`src/isaPkg.sv`:
```
/*
 * isaPkg
 * RV32I encoding subset used by the mini core datapath.
 * Opcode and funct constants, the instruction word with its
 * R, I and U format views, and the ALU function codes
 */
package isaPkg;

    // ------------------------------------------------------------------------
    // Major opcodes
    // ------------------------------------------------------------------------
    localparam logic [6:0] OpReg   = 7'b0110011;
    localparam logic [6:0] OpImm   = 7'b0010011;
    localparam logic [6:0] OpLui   = 7'b0110111;
    localparam logic [6:0] OpAuipc = 7'b0010111;

    // funct3 codes shared by OP and OP-IMM
    localparam logic [2:0] Funct3AddSub = 3'b000;
    localparam logic [2:0] Funct3Sll    = 3'b001;
    localparam logic [2:0] Funct3Slt    = 3'b010;
    localparam logic [2:0] Funct3Xor    = 3'b100;
    localparam logic [2:0] Funct3Srl    = 3'b101;
    localparam logic [2:0] Funct3Or     = 3'b110;
    localparam logic [2:0] Funct3And    = 3'b111;

    // funct7, alternate form selects SUB
    localparam logic [6:0] Funct7Base = 7'b0000000;
    localparam logic [6:0] Funct7Alt  = 7'b0100000;

    // ------------------------------------------------------------------------
    // Instruction word, one 32 bit word seen three ways
    // ------------------------------------------------------------------------
    typedef struct packed {
        logic [6:0] Funct7;
        logic [4:0] Rs2;
        logic [4:0] Rs1;
        logic [2:0] Funct3;
        logic [4:0] Rd;
        logic [6:0] Opcode;
    } tInstR;

    typedef struct packed {
        logic [11:0] Imm12;
        logic [4:0]  Rs1;
        logic [2:0]  Funct3;
        logic [4:0]  Rd;
        logic [6:0]  Opcode;
    } tInstI;

    typedef struct packed {
        logic [19:0] Imm20;
        logic [4:0]  Rd;
        logic [6:0]  Opcode;
    } tInstU;

    typedef union packed {
        tInstR R;
        tInstI I;
        tInstU U;
    } tInst;

    // ALU functions
    typedef enum logic [3:0] {
        AluAdd = 4'd0,
        AluSub = 4'd1,
        AluAnd = 4'd2,
        AluOr  = 4'd3,
        AluXor = 4'd4,
        AluSlt = 4'd5,
        AluSll = 4'd6,
        AluSrl = 4'd7
    } tAluOp;

endpackage

```
`src/pipePkg.sv`:
```
/*
 * pipePkg
 * Bundles carried between the pipeline stages: register file
 * control, execute control, the result bundle and write port control
 */
package pipePkg;

    // ------------------------------------------------------------------------
    // Register file control
    // ------------------------------------------------------------------------
    // Sources come from Q101H decode, destination from Q105H write-back
    typedef struct packed {
        logic [1:0] Spare;
        logic [4:0] RegSrc1Q101H;
        logic [4:0] RegSrc2Q101H;
        logic [4:0] RegDstQ105H;
        logic       RegWrEnQ105H;
    } tCtrlRf;

    // ------------------------------------------------------------------------
    // Execute control, Q101H to Q102H
    // ------------------------------------------------------------------------
    typedef struct packed {
        isaPkg::tAluOp AluOp;
        // Operand 2 from the immediate
        logic          SelImm;
        // Operand 1 from the PC
        logic          SelPc;
        // Operand 1 forced to zero
        logic          Lui;
        logic [4:0]    RegDst;
        logic          RegWrEn;
    } tCtrlExe;

    // ------------------------------------------------------------------------
    // Result bundle, Q103H to Q105H
    // ------------------------------------------------------------------------
    typedef struct packed {
        logic        Valid;
        logic        RegWrEn;
        logic [4:0]  RegDst;
        logic [31:0] Data;
    } tWbBundle;

    // Write port control, taken from the Q105H bundle
    typedef struct packed {
        logic [4:0] RegDst;
        logic       RegWrEn;
    } tCtrlWr;

endpackage

```
`src/instDecode.sv`:
```
/*
 * instDecode
 * Q101H decoder. Splits the instruction word into register sources,
 * execute controls and the immediate. Unsupported encodings and
 * empty slots leave the write enable clear
 */
`timescale 1ns/1ps

module instDecode (
    input  logic             InstValidQ101H,
    input  isaPkg::tInst     InstQ101H,
    output logic [4:0]       RegSrc1Q101H,
    output logic [4:0]       RegSrc2Q101H,
    output pipePkg::tCtrlExe CtrlExeQ101H,
    output logic [31:0]      ImmediateQ101H
);

    logic [6:0]  Opcode;
    logic [2:0]  Funct3;
    logic [6:0]  Funct7;
    logic [31:0] ImmI;
    logic [31:0] ImmU;
    logic        Known;

    // Field views
    assign Opcode = InstQ101H.R.Opcode;
    assign Funct3 = InstQ101H.R.Funct3;
    assign Funct7 = InstQ101H.R.Funct7;

    // Sign extended I immediate
    assign ImmI = {{20{InstQ101H.I.Imm12[11]}}, InstQ101H.I.Imm12};
    // U immediate sits in the upper 20 bits
    assign ImmU = {InstQ101H.U.Imm20, 12'b0};

    // ------------------------------------------------------------------------
    // Control decode
    // ------------------------------------------------------------------------
    always_comb begin
        Known          = 1'b0;
        RegSrc1Q101H   = 5'd0;
        RegSrc2Q101H   = 5'd0;
        ImmediateQ101H = 32'd0;
        CtrlExeQ101H   = '0;
        CtrlExeQ101H.AluOp  = isaPkg::AluAdd;
        CtrlExeQ101H.RegDst = InstQ101H.R.Rd;
        case (Opcode)
            isaPkg::OpReg: begin
                RegSrc1Q101H = InstQ101H.R.Rs1;
                RegSrc2Q101H = InstQ101H.R.Rs2;
                // Alternate funct7 is only legal for SUB here
                Known = (Funct7 == isaPkg::Funct7Base) ||
                        (Funct7 == isaPkg::Funct7Alt && Funct3 == isaPkg::Funct3AddSub);
                case (Funct3)
                    isaPkg::Funct3AddSub: begin
                        if (Funct7 == isaPkg::Funct7Alt) begin
                            CtrlExeQ101H.AluOp = isaPkg::AluSub;
                        end else begin
                            CtrlExeQ101H.AluOp = isaPkg::AluAdd;
                        end
                    end
                    isaPkg::Funct3Sll: CtrlExeQ101H.AluOp = isaPkg::AluSll;
                    isaPkg::Funct3Slt: CtrlExeQ101H.AluOp = isaPkg::AluSlt;
                    isaPkg::Funct3Xor: CtrlExeQ101H.AluOp = isaPkg::AluXor;
                    isaPkg::Funct3Srl: CtrlExeQ101H.AluOp = isaPkg::AluSrl;
                    isaPkg::Funct3Or:  CtrlExeQ101H.AluOp = isaPkg::AluOr;
                    isaPkg::Funct3And: CtrlExeQ101H.AluOp = isaPkg::AluAnd;
                    // SLTU not implemented
                    default: Known = 1'b0;
                endcase
            end
            isaPkg::OpImm: begin
                RegSrc1Q101H        = InstQ101H.I.Rs1;
                ImmediateQ101H      = ImmI;
                CtrlExeQ101H.SelImm = 1'b1;
                Known               = 1'b1;
                case (Funct3)
                    isaPkg::Funct3AddSub: CtrlExeQ101H.AluOp = isaPkg::AluAdd;
                    isaPkg::Funct3Slt:    CtrlExeQ101H.AluOp = isaPkg::AluSlt;
                    isaPkg::Funct3Xor:    CtrlExeQ101H.AluOp = isaPkg::AluXor;
                    isaPkg::Funct3Or:     CtrlExeQ101H.AluOp = isaPkg::AluOr;
                    isaPkg::Funct3And:    CtrlExeQ101H.AluOp = isaPkg::AluAnd;
                    // Immediate shifts and SLTIU are outside the subset
                    default: Known = 1'b0;
                endcase
            end
            isaPkg::OpLui: begin
                // Zero plus the U immediate
                ImmediateQ101H      = ImmU;
                CtrlExeQ101H.SelImm = 1'b1;
                CtrlExeQ101H.Lui    = 1'b1;
                Known               = 1'b1;
            end
            isaPkg::OpAuipc: begin
                // PC plus the U immediate
                ImmediateQ101H      = ImmU;
                CtrlExeQ101H.SelImm = 1'b1;
                CtrlExeQ101H.SelPc  = 1'b1;
                Known               = 1'b1;
            end
            default: Known = 1'b0;
        endcase
        // No write for empty slots or unknown encodings
        CtrlExeQ101H.RegWrEn = InstValidQ101H && Known;
    end

endmodule

```
`src/regFile.sv`:
```
/*
 * regFile
 * Integer register file. x0 reads as zero, Q105H write-back data is
 * forwarded to the Q101H read ports, and both operands together with
 * PC and immediate are registered into Q102H
 */
`timescale 1ns/1ps

module regFile #(
    parameter int RegNumMsb = 31
) (
    input  logic            Clock,
    input  logic            arstN,
    input  logic            Ready,
    input  pipePkg::tCtrlRf CtrlRf,
    input  logic [31:0]     PcQ101H,
    input  logic [31:0]     ImmediateQ101H,
    input  logic [31:0]     RegWrDataQ105H,
    output logic [31:0]     PcQ102H,
    output logic [31:0]     ImmediateQ102H,
    output logic [31:0]     RegRdData1Q102H,
    output logic [31:0]     RegRdData2Q102H
);

    // x0 is not stored
    logic [RegNumMsb:1][31:0] Register;
    logic                     RegWrEn;
    logic [31:0]              RegRdData1Q101H;
    logic [31:0]              RegRdData2Q101H;

    // ------------------------------------------------------------------------
    // Write port, Q105H
    // ------------------------------------------------------------------------
    // Held while stalled, destinations above RegNumMsb dropped
    assign RegWrEn = Ready && CtrlRf.RegWrEnQ105H && (CtrlRf.RegDstQ105H != 5'd0) &&
                     (CtrlRf.RegDstQ105H <= RegNumMsb);

    always_ff @(posedge Clock or negedge arstN) begin
        if (!arstN) begin
            Register <= '0;
        end else if (RegWrEn) begin
            Register[CtrlRf.RegDstQ105H] <= RegWrDataQ105H;
        end
    end

    // ------------------------------------------------------------------------
    // Read ports, Q101H
    // ------------------------------------------------------------------------
    function automatic logic [31:0] readPort(input logic [4:0] Src);
        logic [31:0] Data;
        if (Src == 5'd0 || Src > RegNumMsb) begin
            Data = 32'd0;
        end else if (CtrlRf.RegWrEnQ105H && Src == CtrlRf.RegDstQ105H) begin
            // Bypass the write that lands this cycle
            Data = RegWrDataQ105H;
        end else begin
            Data = Register[Src];
        end
        return Data;
    endfunction

    // Re-evaluated on file contents and write-back data too
    always_comb begin
        RegRdData1Q101H = readPort(CtrlRf.RegSrc1Q101H);
        RegRdData2Q101H = readPort(CtrlRf.RegSrc2Q101H);
    end

    // Operand registers into Q102H
    always_ff @(posedge Clock) begin
        if (Ready) begin
            PcQ102H         <= PcQ101H;
            ImmediateQ102H  <= ImmediateQ101H;
            RegRdData1Q102H <= RegRdData1Q101H;
            RegRdData2Q102H <= RegRdData2Q101H;
        end
    end

endmodule

```
`src/aluExecute.sv`:
```
/*
 * aluExecute
 * Q102H execute stage. Picks both ALU operands, computes the result
 * and registers the write-back bundle into Q103H
 */
`timescale 1ns/1ps

module aluExecute (
    input  logic              Clock,
    input  logic              arstN,
    input  logic              Ready,
    input  pipePkg::tCtrlExe  CtrlExeQ101H,
    input  logic [31:0]       PcQ102H,
    input  logic [31:0]       ImmediateQ102H,
    input  logic [31:0]       RegRdData1Q102H,
    input  logic [31:0]       RegRdData2Q102H,
    output pipePkg::tWbBundle WbQ103H
);

    pipePkg::tCtrlExe CtrlExeQ102H;
    logic [31:0]      Operand1Q102H;
    logic [31:0]      Operand2Q102H;
    logic [31:0]      AluResultQ102H;

    // Execute control follows its operands into Q102H
    always_ff @(posedge Clock or negedge arstN) begin
        if (!arstN) begin
            CtrlExeQ102H <= '0;
        end else if (Ready) begin
            CtrlExeQ102H <= CtrlExeQ101H;
        end
    end

    // ------------------------------------------------------------------------
    // Operand select
    // ------------------------------------------------------------------------
    // LUI adds to zero, AUIPC to the PC
    assign Operand1Q102H = CtrlExeQ102H.Lui   ? 32'd0   :
                           CtrlExeQ102H.SelPc ? PcQ102H :
                                                RegRdData1Q102H;
    assign Operand2Q102H = CtrlExeQ102H.SelImm ? ImmediateQ102H : RegRdData2Q102H;

    // ------------------------------------------------------------------------
    // ALU
    // ------------------------------------------------------------------------
    always_comb begin
        case (CtrlExeQ102H.AluOp)
            isaPkg::AluAdd: AluResultQ102H = Operand1Q102H + Operand2Q102H;
            isaPkg::AluSub: AluResultQ102H = Operand1Q102H - Operand2Q102H;
            isaPkg::AluAnd: AluResultQ102H = Operand1Q102H & Operand2Q102H;
            isaPkg::AluOr:  AluResultQ102H = Operand1Q102H | Operand2Q102H;
            isaPkg::AluXor: AluResultQ102H = Operand1Q102H ^ Operand2Q102H;
            // Signed compare
            isaPkg::AluSlt: begin
                AluResultQ102H = {31'd0, $signed(Operand1Q102H) < $signed(Operand2Q102H)};
            end
            // Shift amount from the low 5 bits only
            isaPkg::AluSll: AluResultQ102H = Operand1Q102H << Operand2Q102H[4:0];
            isaPkg::AluSrl: AluResultQ102H = Operand1Q102H >> Operand2Q102H[4:0];
            default:        AluResultQ102H = 32'd0;
        endcase
    end

    // Result bundle into Q103H
    always_ff @(posedge Clock or negedge arstN) begin
        if (!arstN) begin
            WbQ103H <= '0;
        end else if (Ready) begin
            // Every supported instruction writes, so valid tracks the write enable
            WbQ103H.Valid   <= CtrlExeQ102H.RegWrEn;
            WbQ103H.RegWrEn <= CtrlExeQ102H.RegWrEn;
            WbQ103H.RegDst  <= CtrlExeQ102H.RegDst;
            WbQ103H.Data    <= AluResultQ102H;
        end
    end

endmodule

```
`src/wbPipe.sv`:
```
/*
 * wbPipe
 * Write-back pipe. Moves the result bundle from Q103H through Q104H
 * to Q105H and drives the register file write port
 */
`timescale 1ns/1ps

module wbPipe (
    input  logic              Clock,
    input  logic              arstN,
    input  logic              Ready,
    input  pipePkg::tWbBundle WbQ103H,
    output pipePkg::tWbBundle WbQ105H,
    output pipePkg::tCtrlWr   CtrlWrQ105H
);

    pipePkg::tWbBundle WbQ104H;

    // ------------------------------------------------------------------------
    // Bundle stages
    // ------------------------------------------------------------------------
    // Both stages freeze together when Ready is low
    always_ff @(posedge Clock or negedge arstN) begin
        if (!arstN) begin
            WbQ104H <= '0;
            WbQ105H <= '0;
        end else if (Ready) begin
            WbQ104H <= WbQ103H;
            WbQ105H <= WbQ104H;
        end
    end

    // ------------------------------------------------------------------------
    // Write port control
    // ------------------------------------------------------------------------
    assign CtrlWrQ105H.RegDst  = WbQ105H.RegDst;
    // An empty slot never writes
    assign CtrlWrQ105H.RegWrEn = WbQ105H.Valid && WbQ105H.RegWrEn;

endmodule

```
`src/miniCoreDatapath.sv`:
```
/*
 * miniCoreDatapath
 * Top of the five stage integer datapath, Q101H decode and register
 * read through Q105H write-back
 */
`timescale 1ns/1ps

module miniCoreDatapath #(
    parameter int RegNumMsb = 31
) (
    input  logic        Clock,
    input  logic        arstN,
    input  logic        Ready,
    input  logic        InstValidQ101H,
    input  logic [31:0] InstQ101H,
    input  logic [31:0] PcQ101H,
    output logic        WbValidQ105H,
    output logic [4:0]  WbDstQ105H,
    output logic [31:0] WbDataQ105H
);

    logic [4:0]        RegSrc1Q101H;
    logic [4:0]        RegSrc2Q101H;
    logic [31:0]       ImmediateQ101H;
    pipePkg::tCtrlExe  CtrlExeQ101H;
    pipePkg::tCtrlRf   CtrlRf;
    logic [31:0]       PcQ102H;
    logic [31:0]       ImmediateQ102H;
    logic [31:0]       RegRdData1Q102H;
    logic [31:0]       RegRdData2Q102H;
    pipePkg::tWbBundle WbQ103H;
    pipePkg::tWbBundle WbQ105H;
    pipePkg::tCtrlWr   CtrlWrQ105H;

    // Q101H decode
    instDecode instDecode_i (
        .InstValidQ101H (InstValidQ101H),
        .InstQ101H      (InstQ101H),
        .RegSrc1Q101H   (RegSrc1Q101H),
        .RegSrc2Q101H   (RegSrc2Q101H),
        .CtrlExeQ101H   (CtrlExeQ101H),
        .ImmediateQ101H (ImmediateQ101H)
    );

    // ------------------------------------------------------------------------
    // Register file control, read side from decode and write side from Q105H
    // ------------------------------------------------------------------------
    assign CtrlRf.Spare        = 2'b00;
    assign CtrlRf.RegSrc1Q101H = RegSrc1Q101H;
    assign CtrlRf.RegSrc2Q101H = RegSrc2Q101H;
    assign CtrlRf.RegDstQ105H  = CtrlWrQ105H.RegDst;
    assign CtrlRf.RegWrEnQ105H = CtrlWrQ105H.RegWrEn;

    regFile #(
        .RegNumMsb (RegNumMsb)
    ) regFile_i (
        .Clock           (Clock),
        .arstN           (arstN),
        .Ready           (Ready),
        .CtrlRf          (CtrlRf),
        .PcQ101H         (PcQ101H),
        .ImmediateQ101H  (ImmediateQ101H),
        .RegWrDataQ105H  (WbQ105H.Data),
        .PcQ102H         (PcQ102H),
        .ImmediateQ102H  (ImmediateQ102H),
        .RegRdData1Q102H (RegRdData1Q102H),
        .RegRdData2Q102H (RegRdData2Q102H)
    );

    // Q102H execute into Q103H
    aluExecute aluExecute_i (
        .Clock           (Clock),
        .arstN           (arstN),
        .Ready           (Ready),
        .CtrlExeQ101H    (CtrlExeQ101H),
        .PcQ102H         (PcQ102H),
        .ImmediateQ102H  (ImmediateQ102H),
        .RegRdData1Q102H (RegRdData1Q102H),
        .RegRdData2Q102H (RegRdData2Q102H),
        .WbQ103H         (WbQ103H)
    );

    // Q103H through Q105H
    wbPipe wbPipe_i (
        .Clock       (Clock),
        .arstN       (arstN),
        .Ready       (Ready),
        .WbQ103H     (WbQ103H),
        .WbQ105H     (WbQ105H),
        .CtrlWrQ105H (CtrlWrQ105H)
    );

    // Write-back observed at the top level
    assign WbValidQ105H = WbQ105H.Valid;
    assign WbDstQ105H   = WbQ105H.RegDst;
    assign WbDataQ105H  = WbQ105H.Data;

endmodule

```
`config.mk`:
```
export PLATFORM = sky130hd
export DESIGN_NAME = miniCoreDatapath
export DESIGN_NICKNAME = d
export VERILOG_FILES = /design/src/isaPkg.sv /design/src/pipePkg.sv /design/src/instDecode.sv /design/src/regFile.sv /design/src/aluExecute.sv /design/src/wbPipe.sv /design/src/miniCoreDatapath.sv
export SDC_FILE = /design/constraint.sdc
export NUM_CORES = 2
export LEC_CHECK = 0
export CAP_MARGIN = 30
export CORE_MARGIN = 10
export CORE_UTILIZATION = 30
export CTS_BUF_LIST = sky130_fd_sc_hd__clkbuf_4 sky130_fd_sc_hd__clkbuf_8
export DETAILED_ROUTE_END_ITERATION = 8
export DONT_BUFFER_PORTS = 1
export GPL_TIMING_DRIVEN = 0
export MAX_ROUTING_LAYER = met4
export PLACE_DENSITY = 0.5
export RECOVER_POWER = 25
export SETUP_SLACK_MARGIN = 0.05
export SYNTH_ARGS = -nofsm -noshare
export SYNTH_HDL_FRONTEND = slang
export SYNTH_SLANG_ARGS = --single-unit
```
`constraint.sdc`:
```
create_clock -name Clock -period 4.15 [get_ports Clock]
set_input_delay 0.2075 -clock Clock [delete_from_list [all_inputs] [get_ports Clock]]
set_output_delay 0.2075 -clock Clock [all_outputs]
set_load 0.05 [all_outputs]
```
==> run summary <==
Worst R2R Path Depth = 6
Clk network pwr share = 0.391
Vias = 69,180
Clock Skews = 93.05 ps
Die span in x = 510.6 µm
Mapped Nets = 7,190
Fill count = 24,190
DP Wirelength = 324.9 mm
Sw Ratio = 0.3487
Slew headroom = -0.7074
FFs w/ async S/R, synth = 0.8973
Clock latency at the later pin of the worst-skew pair = 1080 ps
Drt first pass iters = 9
Die area = 260,700 µm²
Worst-path clk slew = 70 ps
Gp weighted congestion = 1.081
Leading post-synthesis cells by cell area = dfrtp_1 (39%), mux2_2 (20%), edfxtp_1 (5.3%)
P_sw = 0.01181 W
Initial antenna violation count = 38
Yosys warns = 0
Commonest non-fill, non-tap cell in the layout = mux2_2
Reg power frac = 0.413
I/O pin cnt = 106
Post-Route Utilization = 0.3614
Sum Neg Setup Slack = -6904 ps
Final nets = 7,759
Int Power = 0.02205 W
Vias in the first global route = 65,510
# rows = 180
Root Buffer = clkbuf_8
Total Power = 0.03386 W
Synthesized area = 72,200 µm²
Residual DRC = 0
Synthesis-to-finish area growth = 20.16%
Core Area = 240,100 µm²
Syn avg cell area = 10.29 µm²
Slew Limit Fails = 198
Critical path type = in -> reg
Main synth FF type = dfrtp_1
CTS tree = yes
Clk buf depth = 3
Antenna Violating Nets Remaining = 0
Register Area = 31,820 µm²
Period minus WS final = 4430 ps
Worst Path Arrival = 5240 ps
RSZ-0062 raised after global routing = yes
Final Hold Viols = 0
Final worst-path cycle share = 1.067
Syn Inst Count = 7,020
Post-synthesis sequential area ratio = 0.4407
Critical Path Start Type = input port
Area of the multi-input gates = 38,150 µm²
Share of cells above drive strength 1 = 0.2815
Final instance count without filler cells = 10,990
Largest net degree at the start of global routing = 242
Comb pwr share = 0.196
Starting density of the core = 0.3008
Slew @ Worst Pin = 2561 ps
Largest fanout on the critical path = 10
Iteration-0 DRC count of the detailed router = 10,900
Via/cell ratio = 6.296
Cell variety after synth = 90
WHS Path Cells = 8
Pleak = 37.21 nW
First-pass GRT wire length = 561.6 mm
GRT overflow = 0
HP Class = in -> reg
Post-Route WL = 421.9 mm
Worst EP required = 4960 ps
Port Buf Inserts = 0
Synth area leader = dfrtp_1
H-tree depth = 4
Failing checks = capacitance limit, slew limit, setup timing
Maximum VDD drop = 0.2964 mV
FMAX = 225.8 MHz
Total Routing Usage GR = 0.3190
Worst setup EP type = register
Most frequent cells in the layout = mux2_2 (1,255), dfrtp_1 (1,117), nand2_1 (1,024)
Post-synth top area share = 0.3875
Status = complete, but fails checks
Seq cells post-synth = 1,246
Worst Slack Setup Final = -279.5 ps
Die Span Y = 510.6 µm
Sink Count = 1,246
Post-synth EDFFs = 128
Wire per inst = 38.40 µm
P per Cell Area = 390.2 nW/µm²
Cts bufs inserted = 220
Placed Cells = 10,390
Final Setup Violations = 76
Max-cap violations = 4
-- power by group through the flow --
stage / registers, W / logic [W] / clock network [W]
4_1_cts: 0.0140 / 0.00659 / 0.0133
2_1_floorplan: 0.0140 / 0.00259 / 0
5_1_grt: 0.0140 / 0.00672 / 0.0138
3_5_place_dp: 0.0142 / 0.00630 / 0
3_3_place_gp: 0.0147 / 0.00484 / 0
6_report: 0.0140 / 0.00664 / 0.0132
-- final timing paths --
kind	from	endpoint	slack [ps]
max	InstQ101H[22]	regFile_i.RegRdData2Q102H[10]	-280
min	Ready	aluExecute_i.WbQ103H[24]	120
max reg2reg	wbPipe_i.CtrlWrQ105H[4]	regFile_i.Register[623]	-160
min reg2reg	aluExecute_i.CtrlExeQ102H[0]	aluExecute_i.WbQ103H[38]	480
max in group asynchronous	arstN	regFile_i.Register[277]	420
min in group asynchronous	arstN	regFile_i.Register[519]	310
-- layout make-up --
cell class / instances / area share
Timing Repair Buffer: 356 / 0.04874
Inverter: 107 / 0.004687
Tap cell: 3185 / 0.04593
Clock inverter: 73 / 0.008768
Antenna cell: 28 / 0.0008076
Sequential cell: 1246 / 0.3668
Buffer: 681 / 0.03581
Clock buffer: 336 / 0.04876
Multi-Input combinational cell: 4977 / 0.4397
-- worst max-delay path, stage by stage --
cell           delay [ps]
dlygate4sd3_1         530
clkbuf_1              310
buf_8                 230
o211ai_1              330
nand2_1               760
clkbuf_1              850
a21oi_1                90
a21oi_1               180
nand3_1               220
nor4_1                840
o31ai_1               360
buf_4                 280
-- cells by family after synthesis --
family | after synthesis | synth area share
AOI/OAI and AO/OA | 1689 | 0.1631
xor gates and xnor gates | 20 | 0.002426
adders and majority gates | 102 | 0.01788
buffers and inverters | 797 | 0.04384
DFF | 1246 | 0.4407
muxes | 1504 | 0.2325
and+or+nand+nor | 1662 | 0.09957
-- metal layers --
| layer | GRT usage | part of all wire | vias up |
|---|---|---|---|
| met1 | 0.4083 | 0.40 | 35470 |
| met2 | 0.4409 | 0.41 | 5216 |
| li1 | - | - | 27310 |
| met5 | - | 0 | - |
| met3 | 0.08620 | 0.11 | 1188 |
| met4 | 0.2055 | 0.082 | 0 |
-- cell usage after synthesis, drive strengths merged, types with 100 or more instances --
| cell type | count |
|---|---|
| a221oi | 133 |
| buf | 178 |
| inv | 106 |
| o22ai | 174 |
| a31oi | 172 |
| edfxtp | 128 |
| mux2 | 1260 |
| mux2i | 232 |
| nand3 | 142 |
| ha | 100 |
| o21ai | 223 |
| nand2 | 1025 |
| o221ai | 137 |
| a21oi | 257 |
| nor2 | 194 |
| a211oi | 117 |
| clkbuf | 512 |
| dfrtp | 1118 |
-- per-stage QoR --
step | area (µm²) | setup slack [ps] | hold slack (ps)
final | 86760 | -279.5 | 116.4
after global routing | 86740 | -93.00 | 108.8
after CTS | 86280 | -43.42 | 16.67
after detailed placement | 79170 | -2145 | 306.4
after global placement | 76190 | -3793 | 249.6
after floorplan | 72200 | 140.5 | -88.09
-- flip-flops by register name, indices dropped and copies added (netlist names) --
register / count
wbPipe_i.WbQ105H: 33
wbPipe_i.CtrlWrQ105H: 5
aluExecute_i.WbQ103H: 38
regFile_i.RegRdData1Q102H: 32
regFile_i.ImmediateQ102H: 32
regFile_i.RegRdData2Q102H: 32
regFile_i.PcQ102H: 32
aluExecute_i.CtrlExeQ102H: 12
regFile_i.Register: 992
wbPipe_i.WbQ104H: 38
-- what timing repair did --
action	in CTS	in global routing
gates resized for setup	205	120
pin swaps	21	23
buffers inserted	26	23
endpoints found under the setup margin	221	33
hold buffers	110	0
endpoints found under the hold margin	426	0
(Power assumes the default switching activity.)
